$ cat src/mm_ram_defs.svh
// ---------------------------------------------------------
// widths, peripheral addresses and test-status codes
// for the memory-mapped RAM model
// ---------------------------------------------------------
`ifndef MM_RAM_DEFS_SVH
`define MM_RAM_DEFS_SVH

// byte-address width of the RAM, 4 KiB
`define MM_RAM_ADDR_WIDTH 12

// data bus and interrupt vector widths
`define MM_DATA_WIDTH 32
`define MM_IRQ_WIDTH  32

// test status and exit
`define MM_ADDR_TESTSTATUS 32'h2000_0000
`define MM_ADDR_EXIT       32'h2000_0004

// timer, debug request and cycle counter
`define MM_ADDR_TIMERREG 32'h1500_0000
`define MM_ADDR_TIMERVAL 32'h1500_0004
`define MM_ADDR_DBG      32'h1500_0008
`define MM_ADDR_TICKS    32'h1500_1004

// values written to the test-status register
`define MM_PASS_CODE 32'd123456789
`define MM_FAIL_CODE 32'd1

`endif

$ cat src/mm_bus_pkg.sv
// ---------------------------------------------------------
// data bus types and read-source selection
// ---------------------------------------------------------
`include "mm_ram_defs.svh"

package mm_bus_pkg;

    // one data word on the bus
    typedef logic [`MM_DATA_WIDTH-1:0] word_t;

    // one enable per byte lane
    typedef logic [`MM_DATA_WIDTH/8-1:0] be_t;

    // where the read data of an accepted request comes from
    typedef enum logic [1:0] {
        RSEL_RAM   = 2'd0,
        RSEL_TICKS = 2'd1,
        RSEL_NONE  = 2'd2
    } rsel_e;

endpackage

$ cat src/mm_periph_pkg.sv
// ---------------------------------------------------------
// command types for the interrupt timer and the
// debug-request controller
// ---------------------------------------------------------
package mm_periph_pkg;

    // timer register write, one load strobe per register
    typedef struct packed {
        logic        load_mask;
        logic        load_count;
        logic [31:0] value;
    } timer_wr_t;

    // debug command word as written to the DBG address
    typedef struct packed {
        // level driven onto debug_req after the delay
        logic        value;
        // 1 selects pulse mode, 0 level mode
        logic        pulse;
        logic        rsvd_29;
        // pulse length in cycles, 0 counts as 1
        logic [12:0] duration;
        logic        rsvd_15;
        // start delay in cycles, 0 counts as 1
        logic [14:0] delay;
    } dbg_cmd_t;

endpackage

$ cat src/mm_mem_if.sv
// ---------------------------------------------------------
// decoded RAM access, decoder to RAM
// ---------------------------------------------------------
`timescale 1ns/100ps
`include "mm_ram_defs.svh"

interface mm_mem_if;
    import mm_bus_pkg::*;

    logic                          req;
    // word index, byte offset already dropped
    logic [`MM_RAM_ADDR_WIDTH-3:0] word_addr;
    logic                          we;
    be_t                           be;
    word_t                         wdata;

    modport dec (output req, word_addr, we, be, wdata);
    modport mem (input req, word_addr, we, be, wdata);

endinterface

$ cat src/mm_addr_decoder.sv
// ---------------------------------------------------------
// address decoder for the data port, steers each access
// to the RAM or a peripheral and registers the status
// and exit pulses
// ---------------------------------------------------------
`timescale 1ns/100ps
`include "mm_ram_defs.svh"

module mm_addr_decoder (
    input  logic                    clk_i,
    input  logic                    rst_ni,
    input  logic                    data_req_i,
    input  logic [31:0]             data_addr_i,
    input  logic                    data_we_i,
    input  mm_bus_pkg::be_t         data_be_i,
    input  mm_bus_pkg::word_t       data_wdata_i,
    mm_mem_if.dec                   mem,
    output mm_periph_pkg::timer_wr_t timer_wr_o,
    output logic                    dbg_wr_o,
    output mm_periph_pkg::dbg_cmd_t dbg_cmd_o,
    output logic                    ticks_clr_o,
    output logic                    rd_o,
    output mm_bus_pkg::rsel_e       rsel_o,
    output logic                    tests_passed_o,
    output logic                    tests_failed_o,
    output logic                    exit_valid_o,
    output mm_bus_pkg::word_t       exit_value_o
);
    import mm_bus_pkg::*;
    import mm_periph_pkg::*;

    logic in_ram;
    logic wr;

    // RAM sits below 2^MM_RAM_ADDR_WIDTH
    assign in_ram = (data_addr_i[31:`MM_RAM_ADDR_WIDTH] == '0);
    assign wr     = data_req_i & data_we_i;
    assign rd_o   = data_req_i & ~data_we_i;

    // ---------------------------------------------------------
    // RAM side
    // ---------------------------------------------------------
    assign mem.req       = data_req_i & in_ram;
    assign mem.word_addr = data_addr_i[`MM_RAM_ADDR_WIDTH-1:2];
    assign mem.we        = data_we_i;
    assign mem.be        = data_be_i;
    assign mem.wdata     = data_wdata_i;

    // ---------------------------------------------------------
    // peripheral strobes
    // ---------------------------------------------------------
    always_comb begin
        timer_wr_o.load_mask  = wr && (data_addr_i == `MM_ADDR_TIMERREG);
        timer_wr_o.load_count = wr && (data_addr_i == `MM_ADDR_TIMERVAL);
        timer_wr_o.value      = data_wdata_i;
    end

    assign dbg_wr_o    = wr && (data_addr_i == `MM_ADDR_DBG);
    assign dbg_cmd_o   = dbg_cmd_t'(data_wdata_i);
    assign ticks_clr_o = wr && (data_addr_i == `MM_ADDR_TICKS);

    // read source, writes and unmapped reads return zero
    always_comb begin
        rsel_o = RSEL_NONE;
        if (rd_o) begin
            if (in_ram) begin
                rsel_o = RSEL_RAM;
            end else if (data_addr_i == `MM_ADDR_TICKS) begin
                rsel_o = RSEL_TICKS;
            end
        end
    end

    // ---------------------------------------------------------
    // test status and exit, one cycle after the accept
    // ---------------------------------------------------------
    always_ff @(posedge clk_i or negedge rst_ni) begin
        if (!rst_ni) begin
            tests_passed_o <= 1'b0;
            tests_failed_o <= 1'b0;
            exit_valid_o   <= 1'b0;
        end else begin
            tests_passed_o <= wr && (data_addr_i == `MM_ADDR_TESTSTATUS)
                              && (data_wdata_i == `MM_PASS_CODE);
            tests_failed_o <= wr && (data_addr_i == `MM_ADDR_TESTSTATUS)
                              && (data_wdata_i == `MM_FAIL_CODE);
            exit_valid_o   <= wr && (data_addr_i == `MM_ADDR_EXIT);
        end
    end

    // exit value stays until the next exit write
    always_ff @(posedge clk_i) begin
        if (wr && (data_addr_i == `MM_ADDR_EXIT)) begin
            exit_value_o <= data_wdata_i;
        end
    end

endmodule

$ cat src/flat_wrapper.sv
// flat-port wrapper written by rule: the top's interface ports become plain ports
module mm_addr_decoder_flat import mm_bus_pkg::*; import mm_periph_pkg::*;
  (clk_i, rst_ni, data_req_i, data_addr_i, data_we_i, data_be_i, data_wdata_i, timer_wr_o, dbg_wr_o, dbg_cmd_o, ticks_clr_o, rd_o, rsel_o, tests_passed_o, tests_failed_o, exit_valid_o, exit_value_o, mem_req, mem_word_addr, mem_we, mem_be, mem_wdata);
  mm_mem_if mem_i ();
  input  logic clk_i;
  input  logic rst_ni;
  input  logic data_req_i;
  input  logic [31:0] data_addr_i;
  input  logic data_we_i;
  input  mm_bus_pkg::be_t data_be_i;
  input  mm_bus_pkg::word_t data_wdata_i;
  output mm_periph_pkg::timer_wr_t timer_wr_o;
  output logic dbg_wr_o;
  output mm_periph_pkg::dbg_cmd_t dbg_cmd_o;
  output logic ticks_clr_o;
  output logic rd_o;
  output mm_bus_pkg::rsel_e rsel_o;
  output logic tests_passed_o;
  output logic tests_failed_o;
  output logic exit_valid_o;
  output mm_bus_pkg::word_t exit_value_o;
  output wire logic [$bits(mem_i.req)-1:0] mem_req;
  output wire logic [$bits(mem_i.word_addr)-1:0] mem_word_addr;
  output wire logic [$bits(mem_i.we)-1:0] mem_we;
  output wire logic [$bits(mem_i.be)-1:0] mem_be;
  output wire logic [$bits(mem_i.wdata)-1:0] mem_wdata;
  assign mem_req = mem_i.req;
  assign mem_word_addr = mem_i.word_addr;
  assign mem_we = mem_i.we;
  assign mem_be = mem_i.be;
  assign mem_wdata = mem_i.wdata;
  mm_addr_decoder u_core (.clk_i(clk_i), .rst_ni(rst_ni), .data_req_i(data_req_i), .data_addr_i(data_addr_i), .data_we_i(data_we_i), .data_be_i(data_be_i), .data_wdata_i(data_wdata_i), .mem(mem_i), .timer_wr_o(timer_wr_o), .dbg_wr_o(dbg_wr_o), .dbg_cmd_o(dbg_cmd_o), .ticks_clr_o(ticks_clr_o), .rd_o(rd_o), .rsel_o(rsel_o), .tests_passed_o(tests_passed_o), .tests_failed_o(tests_failed_o), .exit_valid_o(exit_valid_o), .exit_value_o(exit_value_o));
endmodule
$ cat config.mk
export PLATFORM = sky130hd
export DESIGN_NAME = mm_addr_decoder_flat
export DESIGN_NICKNAME = d
export VERILOG_FILES = /design/src/mm_bus_pkg.sv /design/src/mm_periph_pkg.sv /design/src/mm_mem_if.sv /design/src/mm_addr_decoder.sv /design/src/flat_wrapper.sv
export VERILOG_INCLUDE_DIRS = /design/src
export SDC_FILE = /design/constraint.sdc
export NUM_CORES = 1
export LEC_CHECK = 0
export ABC_AREA = 1
export BUFFER_PORTS_ARGS = -buffer_cell sky130_fd_sc_hd__buf_2
export CORE_AREA = 2 2 87 89
export CTS_BUF_LIST = sky130_fd_sc_hd__clkbuf_8
export CTS_CLUSTER_SIZE = 16
export DETAILED_ROUTE_END_ITERATION = 10
export DIE_AREA = 0 0 89 91
export PLACE_DENSITY = 0.74
export REMOVE_ABC_BUFFERS = 1
export SYNTH_ARGS = -nofsm -noshare
export SYNTH_HDL_FRONTEND = slang
export SYNTH_SLANG_ARGS = --single-unit
$ cat constraint.sdc
create_clock -name clk_i -period 2 [get_ports clk_i]
set_input_delay 0.2 -clock clk_i [delete_from_list [all_inputs] [get_ports clk_i]]
set_output_delay 0.2 -clock clk_i [all_outputs]
set_load 0.01 [all_outputs]
# Yosys cells after proc, flatten, opt, wreduce, memory -nomap -nowiden
# Cells that the tools add are included.
# totals
output_inout_bits	154
wordCells	28
ff_bits	35
input_bits	72
# op_classes
n_eq_ne	8
bitwise_logic	4
n_mux	3
n_reduce_logical	9
# ops
op	n
32-bit by 29-bit equality test with 1-bit output, second input constant	4
32-bit by 30-bit equality test with 1-bit output, second input constant	2
32-bit by 1-bit equality test with 1-bit output, second input constant	1
32-bit by 27-bit equality test with 1-bit output, second input constant	1
20-bit logical NOT	1
1-bit logical AND	8
2-bit 2-to-1 mux	3
1-bit bitwise AND	3
1-bit inverter	1

# Depth between registers and ports, before layout
# Gate-level depths: netlist (run 1).
# logic_depth
ltp_word	4
depth_mapped	7
ltp_nobuf	7

# Least setup slack after synthesis (run 1)
# OpenSTA, ideal clock, no wires.
# synth_path
path_type	input port to flip-flop
start	input port data_addr_i[23]
end	register u_core.exit_value_o[0] (enable)
n_path_buf	0
required_time_ps	1537
slack_ps	-1325
setup_time_ps	463
stages	5
arrival_ps	2862
path_cell_list	nor2_1 -> nand2_1 -> nor2_4 -> inv_2 -> nor3_1
# synth_via
elab_chain_len	2
# synth_lines
element	line	source
start, declared	flat_wrapper.sv:8	input logic [31:0] data_addr_i;
32-bit by 30-bit equality test with 1-bit output (no source line)	-	
1-bit logical AND	mm_addr_decoder.sv:93	if (wr && (data_addr_i == `MM_ADDR_EXIT)) begin
end signal, assigned	mm_addr_decoder.sv:94	exit_value_o <= data_wdata_i;
end, declared	mm_addr_decoder.sv:27	output mm_bus_pkg::word_t exit_value_o
# No other way between the ends.
# A chain may end at the register's enable or synchronous reset.

==> results.toml, run 1 <==
[worst_setup_path]
worstPathArrival_ns = 1.10
critPathMaxStageDelay_ns = 0.16
cpLargestDelayFamily = "simple AND/OR/NAND/NOR gates"
cp.required_ns = 1.80
critPathKind = "in2out"
slowest_stage = "nor2_2"
crit_chain = "buf_2, nor2_1, nand2_1, nor2_2, nand3_2, nor3_1, buf_2"
critPathBufInv = 2
cp-startpoint = "data_addr_i[31]"
cp-end-kind = "primary output"
critPathLaunchType = "input port"
path_max_fanout = 3
crit_top_cell = "buf_2"

[grt]
grt_max_degree = 34
grt-ovfl-total = 0
antenna_found_initial = 0
grt_pass1_vias = 1725
grt_pass1_wl_um = 7776
grt_usage_pct = 12.36

[yosys]
synth-xor-area-share_pct = 0
yosysTopAreaCellShare_pct = 40.13
synth_largest_area_cell = "edfxtp_1"
synth-warning-count = 0
syn_inst = 271
synth.distinct_cells = 13
synth_area_sq_um = 2395
ys_top_cells_by_count = "buf_4 (111), nor2_1 (52), edfxtp_1 (32), nand2_1 (27), inv_1 (16)"
synth_edf_count = 32
yosys.area_share.adder_pct = 0
ys_seq_elements = 35
synth_seq_area_share_pct = 43.26
netlist_top_cells_area = "edfxtp_1 (40%), buf_4 (35%), nor2_1 (8.2%)"
muxShareOfSynthArea_pct = 0
yosysMostFrequentCell = "buf_4"
post_synth.cell_area_avg_sq_um = 8.837
synth_top_family_by_area = "buffers and inverters"
synth-simple-area-share_pct = 18.65
async_flop_share_pct = 8.571
synth_ff_type = "edfxtp_1"
synth_compound_area_share_pct = 0

[timing]
maxSlewHeadroom_pct = 85.02
fin_crit_sh_pct = 65.23
drv_slew = 0
rsz0062_at_grt = "no"
finalSetupViolCount = 0
hold_viol = 0
fin_ws_ns = 0.6954
fmax_ghz = 0.7665
tns_ns = 0
fin_crit_ns = 1.305
tightest_slew_ns = 0.2231

[place]
dp_hpwl_um = 4644
dp_cells = 477
place_congestion = 0.7679
portBuffers = 217
place_ws_ns = 0.4566

[route]
drc_errors = 0
firstDrtPassIters = 4
initialDrtViolationCount = 49
vias = 1975
viasPerCell = 4.072
ant_nets = 0
wire_per_inst_um = 11.56
drt-total-wl_um = 5605

[floorplan]
dieArea_sq_um = 8099
row_count = 31
core_sq_um = 7137
start_util_pct = 33.56
pin_count = 226
die_w_um = 89
die_y_um = 91

[final_layout]
area_growth_pct = 20.43
fill_cells = 766
antenna-diode-count = 0
fin_cells = 485
final_nets = 458
drive_gt1_share_pct = 61.40

[clock_tree]
numCtsBuffers = 5
clockBufferDepth = 2
cts.sinks = 35
cts-root-buf = "clkbuf_8"
cts_tree = "built"
htree_num_levels = 2
clkTransAtPathRegs_ns = 0.06
cts_resized = 0
post_cts_buffers = 0
postCtsHoldBufs = 1

[power_and_ir_drop]
powerDensity_nw_per_um2 = 547.4
vdd_drop_max_uv = 195.4
power.leakage_nw = 1.480

[hold_path]
hp-start = "data_wdata_i[23]"
min_path_type = "in2reg"

[flow_run]
max_cap_violations = 0

[outcome]
status = "completed"
-- cell usage in the layout, fill, tap and decap left out --
master / synthesis / routed
buf_2: 0 / 217
nor2_1: 52 / 52
edfxtp_1: 32 / 32
nand2_1: 27 / 27
inv_1: 16 / 16
nand3_1: 7 / 7
nand4_1: 6 / 6
nor2_2: 5 / 5
inv_2: 5 / 5
clkbuf_8: 0 / 5
nor3_1: 5 / 4
dfrtp_1: 3 / 3
nor2_4: 1 / 1
nand3_2: 1 / 1
nor3_2: 0 / 1
clkinv_1: 0 / 1
clkinv_2: 0 / 1
dlygate4sd3_1: 0 / 1
buf_12: 0 / 1
-- metrics by stage --
step / util, % / power, W / hold slack, ns / cell area [sq um]
floorplan: - / 0.0008527 / -0.09559 / 1562
global placement: 39.18 / 0.001135 / 0.002090 / 2796
detailed placement: 39.18 / 0.001141 / 0.004836 / 2796
CTS: 40.41 / 0.001599 / 0.1419 / 2884
global route: 40.41 / 0.001659 / 0.1458 / 2884
finish: 40.41 / 0.001579 / 0.1508 / 2884
-- power by group --
group / leakage [nW] / switching [W] / internal (W)
logic: 1.11 / 0.000188 / 0.000138
registers: 0.329 / 0.0000000000000228 / 0.000798
clock network: 0.0414 / 0.000224 / 0.000231
total: 1.48 / 0.000412 / 0.00117
-- logic make-up (layout without fill, tap and decap cells) --
family | after synthesis | in the layout
buffers and inverters | 132 | 247
and+or+nand+nor | 104 | 104
DFF | 35 | 35
-- layer usage --
layer	up-vias	share of wire, %	GRT usage, %	routed length (um)
li1	967	-	-	-
met1	861	35	12.74	1986
met2	136	52	23.26	2920
met3	11	10	2.636	565
met4	0	2.3	5.224	131
met5	-	0	0	0
-- worst paths after layout --
kind,end,slack (ns),cells after the start
max in group asynchronous,u_core.exit_valid_o$_DFF_PN0_,1.62,2
worst max-delay path,timer_wr_o[33],0.70,7
min in group asynchronous,u_core.tests_failed_o$_DFF_PN0_,0.26,2
worst min-delay path,u_core.exit_value_o[23]$_DFFE_PP_,0.15,1
-- layout make-up --
class	instances	area, sq um	share of cell area [%]
repair buffers	219	1116	38.70
flip-flops and latches	35	1036	35.92
multi-input cells	104	451.7	15.66
well taps	99	123.9	4.295
inverters	21	78.83	2.733
clock buffers	5	68.82	2.386
clock inverters	2	8.758	0.3037
-- sequential cells by signal, summed over array words and instances, names as in the netlist --
name,count
u_core.exit_valid_o,1
u_core.tests_failed_o,1
u_core.tests_passed_o,1
u_core.exit_value_o,32
Power figures use the tool's default switching activity.
==> inputs of run 2 (changes only) <==
--- a/config.mk
+++ b/config.mk
@@ -8,12 +8,13 @@
 export LEC_CHECK = 0
 export ABC_AREA = 1
 export BUFFER_PORTS_ARGS = -buffer_cell sky130_fd_sc_hd__buf_2
-export CORE_AREA = 2 2 87 89
+export CORE_ASPECT_RATIO = 0.75
+export CORE_MARGIN = 2
+export CORE_UTILIZATION = 34
 export CTS_BUF_LIST = sky130_fd_sc_hd__clkbuf_8
 export CTS_CLUSTER_SIZE = 16
 export DETAILED_ROUTE_END_ITERATION = 10
-export DIE_AREA = 0 0 89 91
-export PLACE_DENSITY = 0.74
+export PLACE_DENSITY = 0.78
 export REMOVE_ABC_BUFFERS = 1
 export SYNTH_ARGS = -nofsm -noshare
 export SYNTH_HDL_FRONTEND = slang
==> constraint.sdc (replaced) <==
create_clock -name clk_i -period 1.2 [get_ports clk_i]
set_input_delay 0.12 -clock clk_i [delete_from_list [all_inputs] [get_ports clk_i]]
set_output_delay 0.12 -clock clk_i [all_outputs]
set_load 0.01 [all_outputs]
==> results.toml, run 2 (synthesis results as in run 1) <==
[outcome]
status = "completed"

[power_and_ir_drop]
clkPwrFrac_pct = 33.8
power.leakage_nw = 1.654
netSwitchingPower_w = 0.0007299
power_frac_seq_pct = 45.3
p_sw_share_pct = 24.89
powerDensity_nw_per_um2 = 902.1
vdd_drop_max_uv = 325.8
p_int_w = 0.002202
combPwrFrac_pct = 20.8

[clock_tree]
clockBufferDepth = 2
cts.sinks = 35
clkTransAtPathRegs_ns = 0.06
numCtsBuffers = 5
htree_num_levels = 2
cts_tree = "built"
cts-root-buf = "clkbuf_8"

[worst_setup_path]
critPathMaxStageDelay_ns = 0.14
cpLargestDelayFamily = "simple AND/OR/NAND/NOR gates"
crit_chain = "buf_2, nor2_1, nand2_2, buf_4, nor2_1, nand3_1, nor2_1, nor2_1, buf_2"
worstPathArrival_ns = 1.08
critPathLaunchType = "input port"
critPathBufInv = 3
critPathKind = "in2out"
path_max_fanout = 2
slowest_stage = "nor2_1"
crit_top_cell = "nor2_1"
cp.required_ns = 1.08
cp-end-kind = "primary output"

[timing]
fin_crit_ns = 1.196
maxSlewHeadroom_pct = 85.16
tightest_slew_ns = 0.2218
drv_slew = 0
fin_ws_ns = 0.004485
rsz0062_at_grt = "yes"
finalSetupViolCount = 0
fin_crit_sh_pct = 99.63
tns_ns = 0
hold_viol = 0
fmax_ghz = 0.8365

[final_layout]
final_common_cell = "buf_2"
fill_cells = 662
multi_input_area_sq_um = 559.3
utilization_pct = 47.58
antenna-diode-count = 0
seqCellArea_sq_um = 1036
largest_reg_flops = 32
final_nets = 479
drive_gt1_share_pct = 68.14
area_growth_pct = 35.74
largest_register = "u_core.exit_value_o"
layout_common_cells = "buf_2 (215), nor2_1 (43), edfxtp_1 (32)"
finalInstanceArea_sq_um = 3251

[grt]
antenna_found_initial = 0
grt_pass1_vias = 1953
grt_usage_pct = 14.58
grt_pass1_wl_um = 9011
grt_max_degree = 18
grt-ovfl-total = 0

[route]
firstDrtPassIters = 4
ant_nets = 0
initialDrtViolationCount = 44
viasPerCell = 4.270
drt-total-wl_um = 6229
wire_per_inst_um = 12.66
drc_errors = 0
vias = 2101

[floorplan]
core_sq_um = 6832
die_w_um = 100.9
dieArea_sq_um = 7738
die_y_um = 76.68
pin_count = 226
row_count = 26
start_util_pct = 35.05

[place]
portBuffers = 217
place_ws_ns = -0.3066
place_area_sq_um = 2905
place_congestion = 0.7976
dp_hpwl_um = 4845

[flow_run]
max_cap_violations = 0

[hold_path]
min_path_type = "in2reg"
-- run 2: cell types whose count changed in the layout (fill, tap and decap cells not counted), sizes merged --
cell,change
buf,+19
bufinv,+1
inv,+2
clkbuf,+2
clkinv,-2
-- run 2: layout make-up --
class	instances	area share, %
Clock buffer	5	2.117
Clock inverter	3	1.155
Inverter	21	2.425
Multi-Input combinational cell	104	17.21
Sequential cell	35	31.87
Tap cell	84	3.233
Timing Repair Buffer	240	41.99
-- run 2: through the flow --
| stage | power, W | cells | hold slack (ns) |
|---|---|---|---|
| after detailed placement | 0.001934 | 479 | -0.07543 |
| after CTS | 0.002928 | 490 | 0.06473 |
| after global placement | 0.001920 | 479 | -0.07583 |
| final | 0.002932 | 492 | 0.06515 |
| after floorplan | 0.001421 | 160 | -0.1756 |
| after global routing | 0.003067 | 492 | 0.06611 |
-- run 2: worst paths after layout --
kind | start | to | slack, ns | cells after the start
worst min-delay path | data_wdata_i[5] | u_core.exit_value_o[5]$_DFFE_PP_ | 0.07 | 1
worst max-delay path | data_addr_i[13] | rsel_o[1] | 0.004 | 9
min in group asynchronous | rst_ni | u_core.tests_failed_o$_DFF_PN0_ | 0.17 | 2
max in group asynchronous | rst_ni | u_core.exit_valid_o$_DFF_PN0_ | 0.92 | 2
-- run 2: repair_timing --
action	CTS	global route
setup endpoints to repair	32	39
pin swaps	2	11
resized for setup	7	28
hold endpoints to repair	3	0
setup buffers	1	0
cloned	1	2
hold buffers	1	0
-- run 2: per-layer routing --
metal	vias to the layer above	GRT usage, %	routed length (um)
li1	1018	-	-
met1	959	15.16	2279
met2	119	28.73	3448
met3	5	4.011	459
met4	0	2.973	41
met5	-	0	0
-- run 2: power by group through the flow --
stage                     clock network, W  registers [W]  logic (W)
after floorplan                          0        0.00136  0.0000649
after global placement                   0        0.00136   0.000565
after detailed placement                 0        0.00136   0.000578
after CTS                          0.00101        0.00133   0.000586
after global routing               0.00107        0.00133   0.000671
final                             0.000992        0.00133   0.000611
==> inputs of run 3 (changes only) <==
--- a/config.mk
+++ b/config.mk
@@ -14,7 +14,7 @@
 export CTS_BUF_LIST = sky130_fd_sc_hd__clkbuf_8
 export CTS_CLUSTER_SIZE = 16
 export DETAILED_ROUTE_END_ITERATION = 10
-export PLACE_DENSITY = 0.78
+export PLACE_DENSITY = 0.9
 export REMOVE_ABC_BUFFERS = 1
 export SYNTH_ARGS = -nofsm -noshare
 export SYNTH_HDL_FRONTEND = slang
==> results.toml, run 3 (synthesis results as in run 1) <==
[power_and_ir_drop]
total_power_w = 0.002757
vdd_drop_max_uv = 295.4
power.leakage_nw = 1.668
powerDensity_nw_per_um2 = 832.2

[outcome]
status = "complete, but fails checks"
violations = "setup timing"

[clock_tree]
htree_num_levels = 2
clockBufferDepth = 2
cts-root-buf = "clkbuf_8"
cts.sinks = 35
clkTransAtPathRegs_ns = 0.07
numCtsBuffers = 5
cts_tree = "built"

[final_layout]
largest_reg_flops = 32
drive_gt1_share_pct = 70.66
layout_common_cells = "buf_2 (210), nor2_1 (37), edfxtp_1 (32)"
area_growth_pct = 38.35
finalInstanceArea_sq_um = 3313
antenna-diode-count = 0
largest_register = "u_core.exit_value_o"
final_common_cell = "buf_2"
final_nets = 480

[route]
wire_per_inst_um = 13.37
drt-total-wl_um = 6590
viasPerCell = 4.268
initialDrtViolationCount = 52
vias = 2104
ant_nets = 0
drc_errors = 0
firstDrtPassIters = 4

[timing]
fin_ws_ns = -0.02083
finalSetupViolCount = 21
tightest_slew_ns = 0.2411
fmax_ghz = 0.8191
hold_viol = 0
rsz0062_at_grt = "yes"
maxSlewHeadroom_pct = 83.87
fin_crit_sh_pct = 101.7
drv_slew = 0
whs_ns = 0.07157
tns_ns = -0.2464
fin_crit_ns = 1.221

[floorplan]
die_w_um = 100.9
core_sq_um = 6832
die_y_um = 76.68
pin_count = 226
dieArea_sq_um = 7738
start_util_pct = 35.05
row_count = 26

[hold_path]
min_path_type = "in2reg"
min_to = "u_core.exit_value_o[5]$_DFFE_PP_"
hold_depth = 1
hp-start = "data_wdata_i[5]"

[grt]
grt_usage_pct = 14.47
grt_pass1_wl_um = 8935
grt_pass1_vias = 1891
antenna_found_initial = 0
grt_max_degree = 34
grt-ovfl-total = 0

[worst_setup_path]
cp-end-kind = "flip-flop"
cp.required_ns = 1.20
critPathLaunchType = "input port"
worstPathArrival_ns = 1.22
path_max_fanout = 8
critPathKind = "in2reg"

[place]
dp_hpwl_um = 4926
place_congestion = 0.7229
place_area_sq_um = 2913
portBuffers = 217

[flow_run]
max_cap_violations = 0
-- run 3: area by class of cell --
| type | count | area, sq um |
|---|---|---|
| repair buffers | 241 | 1403 |
| multi-input cells | 104 | 604.3 |
| clock buffers | 5 | 68.82 |
| fillers | 638 | 3518 |
| flip-flops and latches | 35 | 1036 |
| clock inverters | 3 | 12.51 |
| well taps | 84 | 105.1 |
| inverters | 21 | 83.83 |
-- run 3: worst max-delay path, stage by stage --
cell,delay (ns)
buf_8,0.10
inv_4,0.05
nand2_4,0.05
nor3_4,0.21
nand3_2,0.14
nor3_4,0.23
buf_12,0.16
clkbuf_16,0.15
-- run 3: worst max-delay path by stage --
stage	start	end	slack, ns	cells after the start
final	data_addr_i[3]	u_core.exit_value_o[18]$_DFFE_PP_	-0.02	8
after global routing	data_addr_i[19]	timer_wr_o[33]	-0.12	7
after CTS	data_addr_i[26]	timer_wr_o[33]	0.002	9
after detailed placement	data_addr_i[3]	u_core.exit_value_o[1]$_DFFE_PP_	-0.29	7
after global placement	data_addr_i[11]	u_core.exit_value_o[26]$_DFFE_PP_	-0.24	7
after floorplan	data_addr_i[23]	u_core.exit_value_o[0]$_DFFE_PP_	-2.04	5
-- run 3: where the power goes --
part           internal [W]  total [W]       switching (W)
Combinational      0.000291   0.000651            0.000360
Clock              0.000390   0.000777            0.000387
Sequential          0.00133    0.00133  0.0000000000000394
Total               0.00201    0.00276            0.000748
-- run 3: metal layers --
metal  part of all wire (%)  global-route usage [%]  up-vias
met2                     55                   27.80      123
met5                      0                       0        -
met1                     38                   15.81      958
li1                       -                       -     1017
met3                    6.4                   2.917        6
met4                   0.99                   4.189        0
-- run 3: what timing repair did --
item	4_1_cts	5_1_grt
setup endpoints to repair	3	39
hold endpoints to repair	3	0
gates cloned	0	4
pin swaps	3	20
buffers inserted	0	2
resized for setup	10	50
hold buffers	1	0
-- run 3: per-stage QoR --
stage | instances | worst slack (ns) | util, %
after global routing | 493 | -0.1208 | 48.50
after floorplan | 160 | -2.045 | -
after detailed placement | 480 | -0.2944 | 42.64
final | 493 | -0.02083 | 48.50
after CTS | 489 | 0.001835 | 44.51
after global placement | 480 | -0.2402 | 42.64
